`config.mk`:
```
export PLATFORM = sky130hd
export DESIGN_NAME = mem_axi_bridge
export DESIGN_NICKNAME = d
export VERILOG_FILES = /design/src/logic/mem_axi_pkg.sv /design/src/logic/mem_axi_bridge.sv /design/src/logic/resp_collect.sv /design/src/logic/axi_issue.sv /design/src/logic/req_store.sv /design/src/logic/req_tracker.sv
export SDC_FILE = /design/constraint.sdc
export NUM_CORES = 1
export LEC_CHECK = 0
export BUFFER_PORTS_ARGS = -buffer_cell sky130_fd_sc_hd__buf_2
export CAP_MARGIN = 25
export CORE_UTILIZATION = 24
export DETAILED_ROUTE_END_ITERATION = 6
export GPL_TIMING_DRIVEN = 0
export PLACE_DENSITY = 0.47
export RECOVER_POWER = 50
export SYNTH_ARGS = -nofsm -noshare
export SYNTH_HDL_FRONTEND = slang
export SYNTH_SLANG_ARGS = --single-unit
export TNS_END_PERCENT = 50
```
`constraint.sdc`:
```
create_clock -name clk -period 6.5 [get_ports clk]
set_input_delay 0.325 -clock clk [delete_from_list [all_inputs] [get_ports clk]]
set_output_delay 0.325 -clock clk [all_outputs]
set_load 0.03 [all_outputs]
```
`src/logic/mem_axi_pkg.sv`:
```
`default_nettype none

package mem_axi_pkg;

    ////////////////////
    // Bus widths and queue depth
    ////////////////////

    localparam int addr_w    = 32;
    localparam int data_w    = 32;
    localparam int strb_w    = data_w / 8;
    // Must stay a power of two so the pointers wrap on their own
    localparam int req_depth = 2;
    localparam int ptr_w     = $clog2(req_depth);

    // Only OKAY counts as success
    localparam logic [1:0] axi_resp_okay = 2'b00;

    ////////////////////
    // Core port encodings
    ////////////////////

    typedef enum logic {
        cmd_read  = 1'b0,
        cmd_write = 1'b1
    } mem_cmd_e;

    typedef enum logic [1:0] {
        width_byte  = 2'b00,
        width_hword = 2'b01,
        width_word  = 2'b10
    } mem_width_e;

    typedef enum logic [1:0] {
        resp_notrdy = 2'b00,
        resp_ok     = 2'b01,
        resp_err    = 2'b10
    } mem_resp_e;

    // One queued request, 66 bits
    typedef struct packed {
        mem_width_e          width;
        logic [addr_w-1:0]   addr;
        logic [data_w-1:0]   wdata;
    } req_entry_t;

    // AXI size is log2 of the byte count
    function automatic logic [2:0] width_to_axsize(input mem_width_e width);
        logic [2:0] size;
        case (width)
            width_byte:  size = 3'd0;
            width_hword: size = 3'd1;
            width_word:  size = 3'd2;
            default:     size = 3'd2;
        endcase
        return size;
    endfunction

endpackage

`default_nettype wire
```
`src/logic/mem_axi_bridge.sv`:
```
`timescale 1ns/10ps
`default_nettype none

module mem_axi_bridge (
    input  logic                              clk,
    input  logic                              rst_n,

    // Core request port
    input  logic                              core_req,
    input  mem_axi_pkg::mem_cmd_e             core_cmd,
    input  mem_axi_pkg::mem_width_e           core_width,
    input  logic [mem_axi_pkg::addr_w-1:0]    core_addr,
    input  logic [mem_axi_pkg::data_w-1:0]    core_wdata,
    output logic                              core_req_ack,
    output mem_axi_pkg::mem_resp_e            core_resp,
    output logic [mem_axi_pkg::data_w-1:0]    core_rdata,
    output logic                              core_idle,

    // AXI write address and data
    output logic [mem_axi_pkg::addr_w-1:0]    awaddr,
    output logic [2:0]                        awsize,
    output logic                              awvalid,
    input  logic                              awready,
    output logic [mem_axi_pkg::data_w-1:0]    wdata,
    output logic [mem_axi_pkg::strb_w-1:0]    wstrb,
    output logic                              wvalid,
    input  logic                              wready,

    // AXI write response
    input  logic                              bvalid,
    input  logic [1:0]                        bresp,
    output logic                              bready,

    // AXI read address and data
    output logic [mem_axi_pkg::addr_w-1:0]    araddr,
    output logic [2:0]                        arsize,
    output logic                              arvalid,
    input  logic                              arready,
    input  logic                              rvalid,
    input  logic [1:0]                        rresp,
    input  logic [mem_axi_pkg::data_w-1:0]    rdata,
    output logic                              rready
);

    import mem_axi_pkg::*;

    logic             accept;
    logic [ptr_w-1:0] accept_ptr;
    logic [ptr_w-1:0] issue_ptr;
    logic [ptr_w-1:0] done_ptr;
    req_entry_t       issue_entry;
    mem_width_e       done_width;
    logic [1:0]       done_offset;

    ////////////////////
    // Slot status and pointers
    ////////////////////

    req_tracker #(
        .depth (req_depth)
    ) u_tracker (
        .clk          (clk),
        .rst_n        (rst_n),
        .core_req     (core_req),
        .core_cmd     (core_cmd),
        .awready      (awready),
        .wready       (wready),
        .arready      (arready),
        .bvalid       (bvalid),
        .rvalid       (rvalid),
        .core_req_ack (core_req_ack),
        .core_idle    (core_idle),
        .accept       (accept),
        .accept_ptr   (accept_ptr),
        .issue_ptr    (issue_ptr),
        .done_ptr     (done_ptr),
        .awvalid      (awvalid),
        .wvalid       (wvalid),
        .arvalid      (arvalid),
        .bready       (bready),
        .rready       (rready)
    );

    // Payload slots, steered by the tracker pointers
    req_store #(
        .depth (req_depth)
    ) u_store (
        .clk         (clk),
        .accept      (accept),
        .accept_ptr  (accept_ptr),
        .issue_ptr   (issue_ptr),
        .done_ptr    (done_ptr),
        .core_width  (core_width),
        .core_addr   (core_addr),
        .core_wdata  (core_wdata),
        .issue_entry (issue_entry),
        .done_width  (done_width),
        .done_offset (done_offset)
    );

    ////////////////////
    // AXI side
    ////////////////////

    axi_issue u_issue (
        .issue_entry (issue_entry),
        .awaddr      (awaddr),
        .araddr      (araddr),
        .awsize      (awsize),
        .arsize      (arsize),
        .wstrb       (wstrb),
        .wdata       (wdata)
    );

    resp_collect u_resp (
        .clk         (clk),
        .rst_n       (rst_n),
        .bvalid      (bvalid),
        .bready      (bready),
        .bresp       (bresp),
        .rvalid      (rvalid),
        .rready      (rready),
        .rresp       (rresp),
        .rdata       (rdata),
        .done_width  (done_width),
        .done_offset (done_offset),
        .core_resp   (core_resp),
        .core_rdata  (core_rdata)
    );

endmodule

`default_nettype wire

```
`src/logic/resp_collect.sv`:
```
`timescale 1ns/10ps
`default_nettype none

module resp_collect (
    input  logic                            clk,
    input  logic                            rst_n,
    input  logic                            bvalid,
    input  logic                            bready,
    input  logic [1:0]                      bresp,
    input  logic                            rvalid,
    input  logic                            rready,
    input  logic [1:0]                      rresp,
    input  logic [mem_axi_pkg::data_w-1:0]  rdata,
    input  mem_axi_pkg::mem_width_e         done_width,
    input  logic [1:0]                      done_offset,
    output mem_axi_pkg::mem_resp_e          core_resp,
    output logic [mem_axi_pkg::data_w-1:0]  core_rdata
);

    import mem_axi_pkg::*;

    logic              b_hs;
    logic              r_hs;
    mem_resp_e         resp_nxt;
    logic [data_w-1:0] rdata_aligned;

    assign b_hs = bvalid & bready;
    assign r_hs = rvalid & rready;

    // Only one of B and R can be open at a time
    always_comb begin
        if (b_hs) begin
            resp_nxt = (bresp == axi_resp_okay) ? resp_ok : resp_err;
        end else if (r_hs) begin
            resp_nxt = (rresp == axi_resp_okay) ? resp_ok : resp_err;
        end else begin
            resp_nxt = resp_notrdy;
        end
    end

    // Right-align read data, upper bytes left as received
    always_comb begin
        case (done_width)
            width_byte, width_hword, width_word:
                rdata_aligned = rdata >> {done_offset, 3'b000};
            default:
                rdata_aligned = rdata;
        endcase
    end

    ////////////////////
    // Output stage
    ////////////////////

    always_ff @(posedge clk) begin
        if (!rst_n) begin
            core_resp <= resp_notrdy;
        end else begin
            core_resp <= resp_nxt;
        end
    end

    always_ff @(posedge clk) begin
        if (r_hs) begin
            core_rdata <= rdata_aligned;
        end
    end

endmodule

`default_nettype wire

```
`src/logic/axi_issue.sv`:
```
`timescale 1ns/10ps
`default_nettype none

module axi_issue (
    input  mem_axi_pkg::req_entry_t         issue_entry,
    output logic [mem_axi_pkg::addr_w-1:0]  awaddr,
    output logic [mem_axi_pkg::addr_w-1:0]  araddr,
    output logic [2:0]                      awsize,
    output logic [2:0]                      arsize,
    output logic [mem_axi_pkg::strb_w-1:0]  wstrb,
    output logic [mem_axi_pkg::data_w-1:0]  wdata
);

    import mem_axi_pkg::*;

    logic [1:0]        offset;
    logic [strb_w-1:0] width_mask;

    assign offset = issue_entry.addr[1:0];

    ////////////////////
    // Address channels
    ////////////////////

    assign awaddr = issue_entry.addr;
    assign araddr = issue_entry.addr;
    assign awsize = width_to_axsize(issue_entry.width);
    assign arsize = width_to_axsize(issue_entry.width);

    ////////////////////
    // Write lanes
    ////////////////////

    // Bytes covered by the access before lane placement
    always_comb begin
        case (issue_entry.width)
            width_byte:  width_mask = 4'h1;
            width_hword: width_mask = 4'h3;
            width_word:  width_mask = 4'hf;
            default:     width_mask = 4'h0;
        endcase
    end

    assign wstrb = width_mask << offset;

    // Core data is right-aligned, move it up to its byte lane
    assign wdata = issue_entry.wdata << {offset, 3'b000};

endmodule

`default_nettype wire

```
`src/logic/req_store.sv`:
```
`timescale 1ns/10ps
`default_nettype none

module req_store #(
    parameter int depth = mem_axi_pkg::req_depth
) (
    input  logic                            clk,
    input  logic                            accept,
    input  logic [mem_axi_pkg::ptr_w-1:0]   accept_ptr,
    input  logic [mem_axi_pkg::ptr_w-1:0]   issue_ptr,
    input  logic [mem_axi_pkg::ptr_w-1:0]   done_ptr,
    input  mem_axi_pkg::mem_width_e         core_width,
    input  logic [mem_axi_pkg::addr_w-1:0]  core_addr,
    input  logic [mem_axi_pkg::data_w-1:0]  core_wdata,
    output mem_axi_pkg::req_entry_t         issue_entry,
    output mem_axi_pkg::mem_width_e         done_width,
    output logic [1:0]                      done_offset
);

    import mem_axi_pkg::*;

    req_entry_t slots [depth];

    always_ff @(posedge clk) begin
        if (accept) begin
            slots[accept_ptr].width <= core_width;
            slots[accept_ptr].addr  <= core_addr;
            slots[accept_ptr].wdata <= core_wdata;
        end
    end

    // Entry on the bus now
    assign issue_entry = slots[issue_ptr];

    // Oldest entry still waiting for B or R
    assign done_width  = slots[done_ptr].width;
    assign done_offset = slots[done_ptr].addr[1:0];

endmodule

`default_nettype wire

```
`src/logic/req_tracker.sv`:
```
`timescale 1ns/10ps
`default_nettype none

module req_tracker #(
    parameter int depth = mem_axi_pkg::req_depth
) (
    input  logic                            clk,
    input  logic                            rst_n,

    input  logic                            core_req,
    input  mem_axi_pkg::mem_cmd_e           core_cmd,

    input  logic                            awready,
    input  logic                            wready,
    input  logic                            arready,
    input  logic                            bvalid,
    input  logic                            rvalid,

    output logic                            core_req_ack,
    output logic                            core_idle,
    output logic                            accept,
    output logic [mem_axi_pkg::ptr_w-1:0]   accept_ptr,
    output logic [mem_axi_pkg::ptr_w-1:0]   issue_ptr,
    output logic [mem_axi_pkg::ptr_w-1:0]   done_ptr,

    output logic                            awvalid,
    output logic                            wvalid,
    output logic                            arvalid,
    output logic                            bready,
    output logic                            rready
);

    import mem_axi_pkg::*;

    // Per-slot flags
    logic [depth-1:0] slot_write;
    logic [depth-1:0] slot_addr;
    logic [depth-1:0] slot_data;
    logic [depth-1:0] slot_resp;

    logic [depth-1:0] write_nxt;
    logic [depth-1:0] addr_nxt;
    logic [depth-1:0] data_nxt;
    logic [depth-1:0] resp_nxt;

    logic addr_hs;
    logic data_hs;
    logic resp_hs;
    logic addr_left;
    logic data_left;
    logic issue_adv;

    ////////////////////
    // Core side
    ////////////////////

    // A slot is free again once its response has been collected
    assign core_req_ack = ~slot_resp[accept_ptr];
    assign accept       = core_req & core_req_ack;
    assign core_idle    = ~|slot_resp;

    ////////////////////
    // AXI controls
    ////////////////////

    assign awvalid = slot_addr[issue_ptr] &  slot_write[issue_ptr];
    assign arvalid = slot_addr[issue_ptr] & ~slot_write[issue_ptr];
    assign wvalid  = slot_data[issue_ptr] &  slot_write[issue_ptr];

    // Oldest pending slot decides which response channel is open
    assign bready = slot_resp[done_ptr] &  slot_write[done_ptr];
    assign rready = slot_resp[done_ptr] & ~slot_write[done_ptr];

    assign addr_hs = (awvalid & awready) | (arvalid & arready);
    assign data_hs = wvalid & wready;
    assign resp_hs = (bvalid & bready) | (rvalid & rready);

    // AW and W may finish in either order
    assign addr_left = slot_addr[issue_ptr] & ~addr_hs;
    assign data_left = slot_data[issue_ptr] & ~data_hs;
    assign issue_adv = (addr_hs | data_hs) & ~addr_left & ~data_left;

    ////////////////////
    // Flag updates
    ////////////////////

    always_comb begin
        write_nxt = slot_write;
        addr_nxt  = slot_addr;
        data_nxt  = slot_data;
        resp_nxt  = slot_resp;

        if (accept) begin
            write_nxt[accept_ptr] = (core_cmd == cmd_write);
            addr_nxt[accept_ptr]  = 1'b1;
            data_nxt[accept_ptr]  = (core_cmd == cmd_write);
            resp_nxt[accept_ptr]  = 1'b1;
        end

        if (addr_hs) begin
            addr_nxt[issue_ptr] = 1'b0;
        end
        if (data_hs) begin
            data_nxt[issue_ptr] = 1'b0;
        end
        if (resp_hs) begin
            resp_nxt[done_ptr] = 1'b0;
        end
    end

    always_ff @(posedge clk) begin
        if (!rst_n) begin
            slot_write <= '0;
            slot_addr  <= '0;
            slot_data  <= '0;
            slot_resp  <= '0;
        end else begin
            slot_write <= write_nxt;
            slot_addr  <= addr_nxt;
            slot_data  <= data_nxt;
            slot_resp  <= resp_nxt;
        end
    end

    // Three pointers, each on its own event
    always_ff @(posedge clk) begin
        if (!rst_n) begin
            accept_ptr <= '0;
            issue_ptr  <= '0;
            done_ptr   <= '0;
        end else begin
            if (accept) begin
                accept_ptr <= accept_ptr + 1'b1;
            end
            if (issue_adv) begin
                issue_ptr <= issue_ptr + 1'b1;
            end
            if (resp_hs) begin
                done_ptr <= done_ptr + 1'b1;
            end
        end
    end

endmodule

`default_nettype wire

```
==> out/qor.txt, run 1 <==
Vias in the first global route = 5363
Synth top area cells = edfxtp_1, mux2_2, mux2i_1
Power Dens Cells = 330 nW/µm²
TritonCTS buffer count = 17
Drt wl/cell = 16.5 µm
Failing checks = max-capacitance violations, max-slew violations
Pre-Repair DR Iteration Count = 5
Worst-Skew Late Latency = 0.44 ns
Final hold viol count = 0
DR iter-0 viols = 215
# Post-CTS Setup Buffers = 0
Largest area contributor in the netlist = edfxtp_1
Multi-input gate area = 2180 µm²
Final setup fails = 0
Maximum vdd drop = 0.224 mV
Die Wd = 183 µm
Crit share post-route = 61.5%
Clk sinks = 179
Post-Route WL = 21200 µm
Worst Hold Slack = 0.0658 ns
Seq/Total Area, Yosys = 66.5%
Required time of the critical path = 6.50 ns
HP Class = primary input to flop
H-tree depth = 4
Seq cells post-synth = 179
Die Height = 183 µm
Post-synth top area share = 62.7%
Crit path arrival time = 4.00 ns
Tmin final = 4.00 ns
Commonest non-fill, non-tap cells in the layout = buf_2, edfxtp_1, clkbuf_1
# nets final = 949
Root Buffer = clkbuf_16
Worst-path clk slew = 0.08 ns
YS warnings = 0
Clock skew = 0.0131 ns
Sum Neg Setup Slack = 0 ns
Rows = 65
Residual DRC = 0
Power Total = 3.39 mW
Worst slew pin tran = 2.88 ns
Post-synth top flop = edfxtp_1
Slew headroom = -92.0%
First-pass GRT wire length = 31900 µm
Setup crit start kind = flop
Starting density of the core = 24.6%
Synth async-reset ratio = 0%
Register area = 5230 µm²
Max-slew violations = 79
Tot GR Track Use = 12.9%
Run status = finished, violations left
Grt ovf = 0
Proportion of layout cells with a drive suffix above 1 = 39.7%
Synthesized area = 7850 µm²
IO Port Bufs = 255
Longest Clk Path Bufs = 2
Commonest non-fill, non-tap cell in the layout = buf_2
CP max FO = 45
Fillcell total = 3277
Leak = 3.92 nW
CTS tree = built
Die area = 33400 µm²
Critical path class = flop to flop
Post-CTS Hold Fix Bufs = 0
Area growth from synthesis to layout = 30.6%
Post-CTS sizing = 0
Vias per cell = 4.22
Distinct cells, synth = 50
Max-cap violations = 2
Worst setup EP type = flop
EDFF count, synth = 164
Fmax = 0.250 GHz
Initial antenna violation count = 4
IO Count = 258
Antenna Violating Nets Remaining = 0
Post-Syn Instances = 557
RSZ-0062 raised after global routing = no
Largest net degree at the start of global routing = 46
Hpwl dp = 15500 µm
Mean Syn Cell Area = 14.1 µm²
Core ar. = 31900 µm²
Via count = 5416
RePlAce Congestion = 0.814
[metrics by stage]
step	std cells	utilization [%]	setup WS [ns]	instance area, µm²
2_1_floorplan	558	-	3.74	7860
3_3_place_gp	1248	30.3	2.84	9680
3_5_place_dp	1251	30.6	3.38	9760
4_1_cts	1282	32.5	2.88	10400
5_1_grt	1282	32.2	2.10	10300
6_report	1283	32.2	2.50	10300
[cell type report]
type                            instances  share of cell area [%]
Sequential cell                       179                    50.9
Multi-Input combinational cell        304                    21.2
Timing Repair Buffer                  258                    12.2
Tap cell                              435                    5.31
Clock buffer                           17                    4.15
Buffer                                 59                    3.70
Clock inverter                         14                    1.83
Inverter                               16                   0.610
Antenna cell                            1                  0.0244
[synth_stat cells, drive strengths merged (2+ instances only)]
cell and n:
a211oi 9, a21boi 2, a21oi 6, a221oi 2, a22oi 10, a2bb2oi 8
and2 9, and3b 2, buf 51, clkbuf 8, dfxtp 15, edfxtp 164
ha 3, inv 15, mux2 40, mux2i 41, nand2 50, nand2b 2
nand3 10, nand3b 3, nor2 30, nor3 5, o21a 2, o21ai 31
o22a 9, o22ai 10, o2bb2ai 8, or2 3
[cells by family after synthesis]
| kind of cell | share of synthesized area (%) |
|---|---|
| compound gates | 9.28 |
| mux | 11.2 |
| flops | 66.5 |
| simple gates | 6.74 |
| buf+inv | 5.69 |
| other cells | 0.0478 |
| fa+ha+maj | 0.478 |
[report_power, final]
part / switching, mW / internal, mW
Combinational: 0.634 / 0.314
Clock: 0.502 / 0.555
Sequential: 0.0248 / 1.36
Total: 1.16 / 2.23
[layer usage]
metal  vias to the layer above  wire [µm]  GRT usage [%]
met2                       210      10200           21.7
met5                         -         40              0
met1                      2563       8820           15.1
li1                       2614          -              -
met3                        23       1840           5.30
met4                         6        229           3.70
[registers in the layout (all words and copies together) (netlist names), named ones only]
register              count
u_tracker.slot_resp       2
u_tracker.accept_ptr      1
u_store.slots           132
u_tracker.slot_data       2
u_resp.core_rdata        32
u_tracker.done_ptr        1
u_tracker.issue_ptr       1
u_resp.core_resp          2
u_tracker.slot_write      2
u_tracker.slot_addr       2
[final timing paths]
check | cells past startpoint | from | end | slack, ns
min | 1 | core_addr[17] | u_store.slots[1][49] | 0.07
min reg2reg | 2 | u_tracker.slot_data[1] | u_tracker.slot_data[1] | 0.50
max reg2reg | 3 | u_tracker.slot_resp[1] | u_store.slots[1][49] | 2.50
max | 3 | u_tracker.slot_resp[1] | u_store.slots[1][49] | 2.50
[critical path, cell delays in order (launching register included)]
cell	delay, ns
dfxtp_1	0.36
nand3b_1	0.26
clkinvlp_2	0.79
clkbuf_1	2.09
(Power assumes the default switching activity.)
==> inputs of run 2 (changes only) <==
==> constraint.sdc (replaced) <==
create_clock -name clk -period 4.1 [get_ports clk]
set_input_delay 0.205 -clock clk [delete_from_list [all_inputs] [get_ports clk]]
set_output_delay 0.205 -clock clk [all_outputs]
set_load 0.03 [all_outputs]
==> run 2 against run 1 <==
Against the previous run: critical path depth increased by 7; count of clock-buffer cells in the layout unchanged; clock power grew 58%; critical path type is now flop to output pin; setup slack got worse by 1.7 ns; the flow still finishes with violations (max-capacitance violations, max-slew violations); global-route usage up 0.16 points.
==> out/qor.txt, run 2 (same netlist as run 1, synthesis figures left out) <==
Post-CTS sizing = 0 (unchanged)
PnR worst setup slack = 0.769 ns (-1.73 ns)
Register area = 5230 µm² (unchanged)
Internal = 3.57 mW (+60%)
Crit path arrival time = 3.13 ns (-0.87 ns)
Leak = 4.16 nW (+6.2%)
Worst slew pin tran = 1.60 ns (-1.28 ns)
Grt ovf = 0 (unchanged)
Via count = 5642 (+4.2%)
Sum Neg Setup Slack = 0 ns (unchanged)
Area growth from synthesis to layout = 38.8%
Tot GR Track Use = 13.1% (+0.16 points)
Failing checks = max-capacitance violations, max-slew violations
# nets final = 1016 (+7.1%)
Worst-path clk slew = 0.08 ns (about the same)
Longest Clk Path Bufs = 2 (unchanged)
Comb power frac = 28.6% (+0.6 points)
Max-slew violations = 34 (-57%)
Core ar. = 31900 µm² (unchanged)
Crit share post-route = 81.2%
Fillcell total = 3263 (-0.43%)
DR iter-0 viols = 181 (-16%)
Sequential power share = 40.4% (-0.4 points)
Tmin final = 3.33 ns
Die area = 33400 µm² (unchanged)
Worst Hold Slack = 0.0486 ns (-0.0172 ns)
Run status = finished, violations left
H-tree depth = 4 (unchanged)
Commonest non-fill, non-tap cells in the layout = buf_2, edfxtp_1, clkbuf_1
Largest net degree at the start of global routing = 46 (unchanged)
Die Height = 183 µm (unchanged)
Fmax = 0.300 GHz
Hpwl dp = 15500 µm (unchanged)
NetSw = 1.85 mW (+60%)
Power Dens Cells = 497 nW/µm² (+51%)
Starting density of the core = 24.6% (unchanged)
Worst setup EP type = output pin
Die Wd = 183 µm (unchanged)
Clock skew = 0.0138 ns (+0.000667 ns)
Sw Share = 34.2% (-0.038 points)
Clock share of power = 31.0% (-0.2 points)
Final hold viol count = 0 (unchanged)
Max-cap violations = 1 (-1)
Pre-Repair DR Iteration Count = 4 (-1)
Slew headroom = -7.17% (+85 points)
CTS tree = built
HP Class = primary input to flop
RSZ-0062 raised after global routing = no
IO Port Bufs = 255 (unchanged)
Worst slack at placement = 1.10 ns (-2.28 ns)
Commonest non-fill, non-tap cell in the layout = buf_2
Critical path class = flop to output pin
Initial antenna violation count = 3 (-1)
Reg2reg start = u_tracker.slot_resp[0]
Antenna Violating Nets Remaining = 0 (unchanged)
Residual DRC = 0 (unchanged)
Root Buffer = clkbuf_16
Required time of the critical path = 3.89 ns (-2.61 ns)
Multi-input gate area = 2180 µm² (unchanged)
Rows = 65 (unchanged)
Max reg flops = 132 (unchanged)
Drt wl/cell = 15.8 µm (-4.0%)
Vias per cell = 4.17 (-1.1%)
CP max FO = 10 (-78%)
Final setup fails = 0 (unchanged)
TritonCTS buffer count = 17 (unchanged)
Proportion of layout cells with a drive suffix above 1 = 35.6% (-4.1 points)
Setup crit start kind = flop
Biggest register = u_store.slots
First-pass GRT wire length = 32600 µm (+2.1%)
Maximum vdd drop = 0.376 mV (+68%)
Clk sinks = 179 (unchanged)
IO Count = 258 (unchanged)
Vias in the first global route = 5702 (+6.3%)
Worst-Skew Late Latency = 0.44 ns (about the same)
Top flop regs = u_store.slots (132), u_resp.core_rdata (32)
RePlAce Congestion = 0.814 (unchanged)
Post-Route WL = 21400 µm (+1.1%)
Hold Crit Start = core_cmd
[run 2: changes by cell type in the layout (fill, tap and decap cells not counted), sizes merged]
cell,change
diode,+2
buf,-15
dlygate4sd3,+67
clkbuf,+15
[run 2: final timing paths]
path                            slack [ns]                 endpoint  cells past startpoint
worst min-delay path                  0.05  u_tracker.slot_write[1]                      3
worst max-delay path                  0.77                 wstrb[3]                     10
worst max register to register        0.82   u_tracker.slot_resp[0]                      5
worst min register to register        0.50   u_tracker.slot_data[1]                      2
[run 2: timing repair]
| item | in CTS | in global routing |
|---|---|---|
| buffers inserted | 0 | 0 |
| hold buffers | 67 | 0 |
| endpoints found under the hold margin | 134 | 0 |
[run 2: final cells by class]
class | instances | share of cell area [%]
multi-input cells | 304 | 20.0
diodes | 3 | 0.0689
plain buffers | 59 | 3.48
clock buffers | 17 | 3.90
clock inverters | 14 | 1.72
flip-flops and latches | 179 | 48.0
repair buffers | 325 | 17.3
well taps | 435 | 4.99
inverters | 16 | 0.574
[run 2: metrics by stage]
step	utilization (%)	total power, mW	cells	area [µm²]
3_5_place_dp	30.6	3.77	1251	9760
2_1_floorplan	-	3.28	558	7860
4_1_cts	34.6	5.53	1349	11000
3_3_place_gp	30.3	3.76	1248	9680
6_report	34.2	5.42	1352	10900
5_1_grt	34.2	5.69	1352	10900
[run 2: worst max-delay path, cell delays in order, from the launching register on]
cell and delay (ns):
dfxtp_1 0.30, buf_2 0.17, buf_2 0.33, buf_2 0.39, mux2i_1 0.29, inv_1 0.15
ha_1 0.28, nand2_1 0.07, nand2_1 0.08, o21ai_0 0.33, buf_2 0.27
[run 2: layer usage]
metal	track usage [%]	wire length (µm)
met5	0	0
met2	22.3	10500
met4	4.20	272
met1	15.5	9290
met3	4.41	1370
[run 2: power by group through the flow]
| stage | Combinational (mW) | Clock (mW) | Sequential (mW) |
|---|---|---|---|
| after global placement | 1.52 | 0 | 2.24 |
| after CTS | 1.60 | 1.74 | 2.19 |
| after global routing | 1.67 | 1.82 | 2.21 |
| final | 1.55 | 1.68 | 2.19 |
| after detailed placement | 1.54 | 0 | 2.23 |
| after floorplan | 1.02 | 0 | 2.27 |
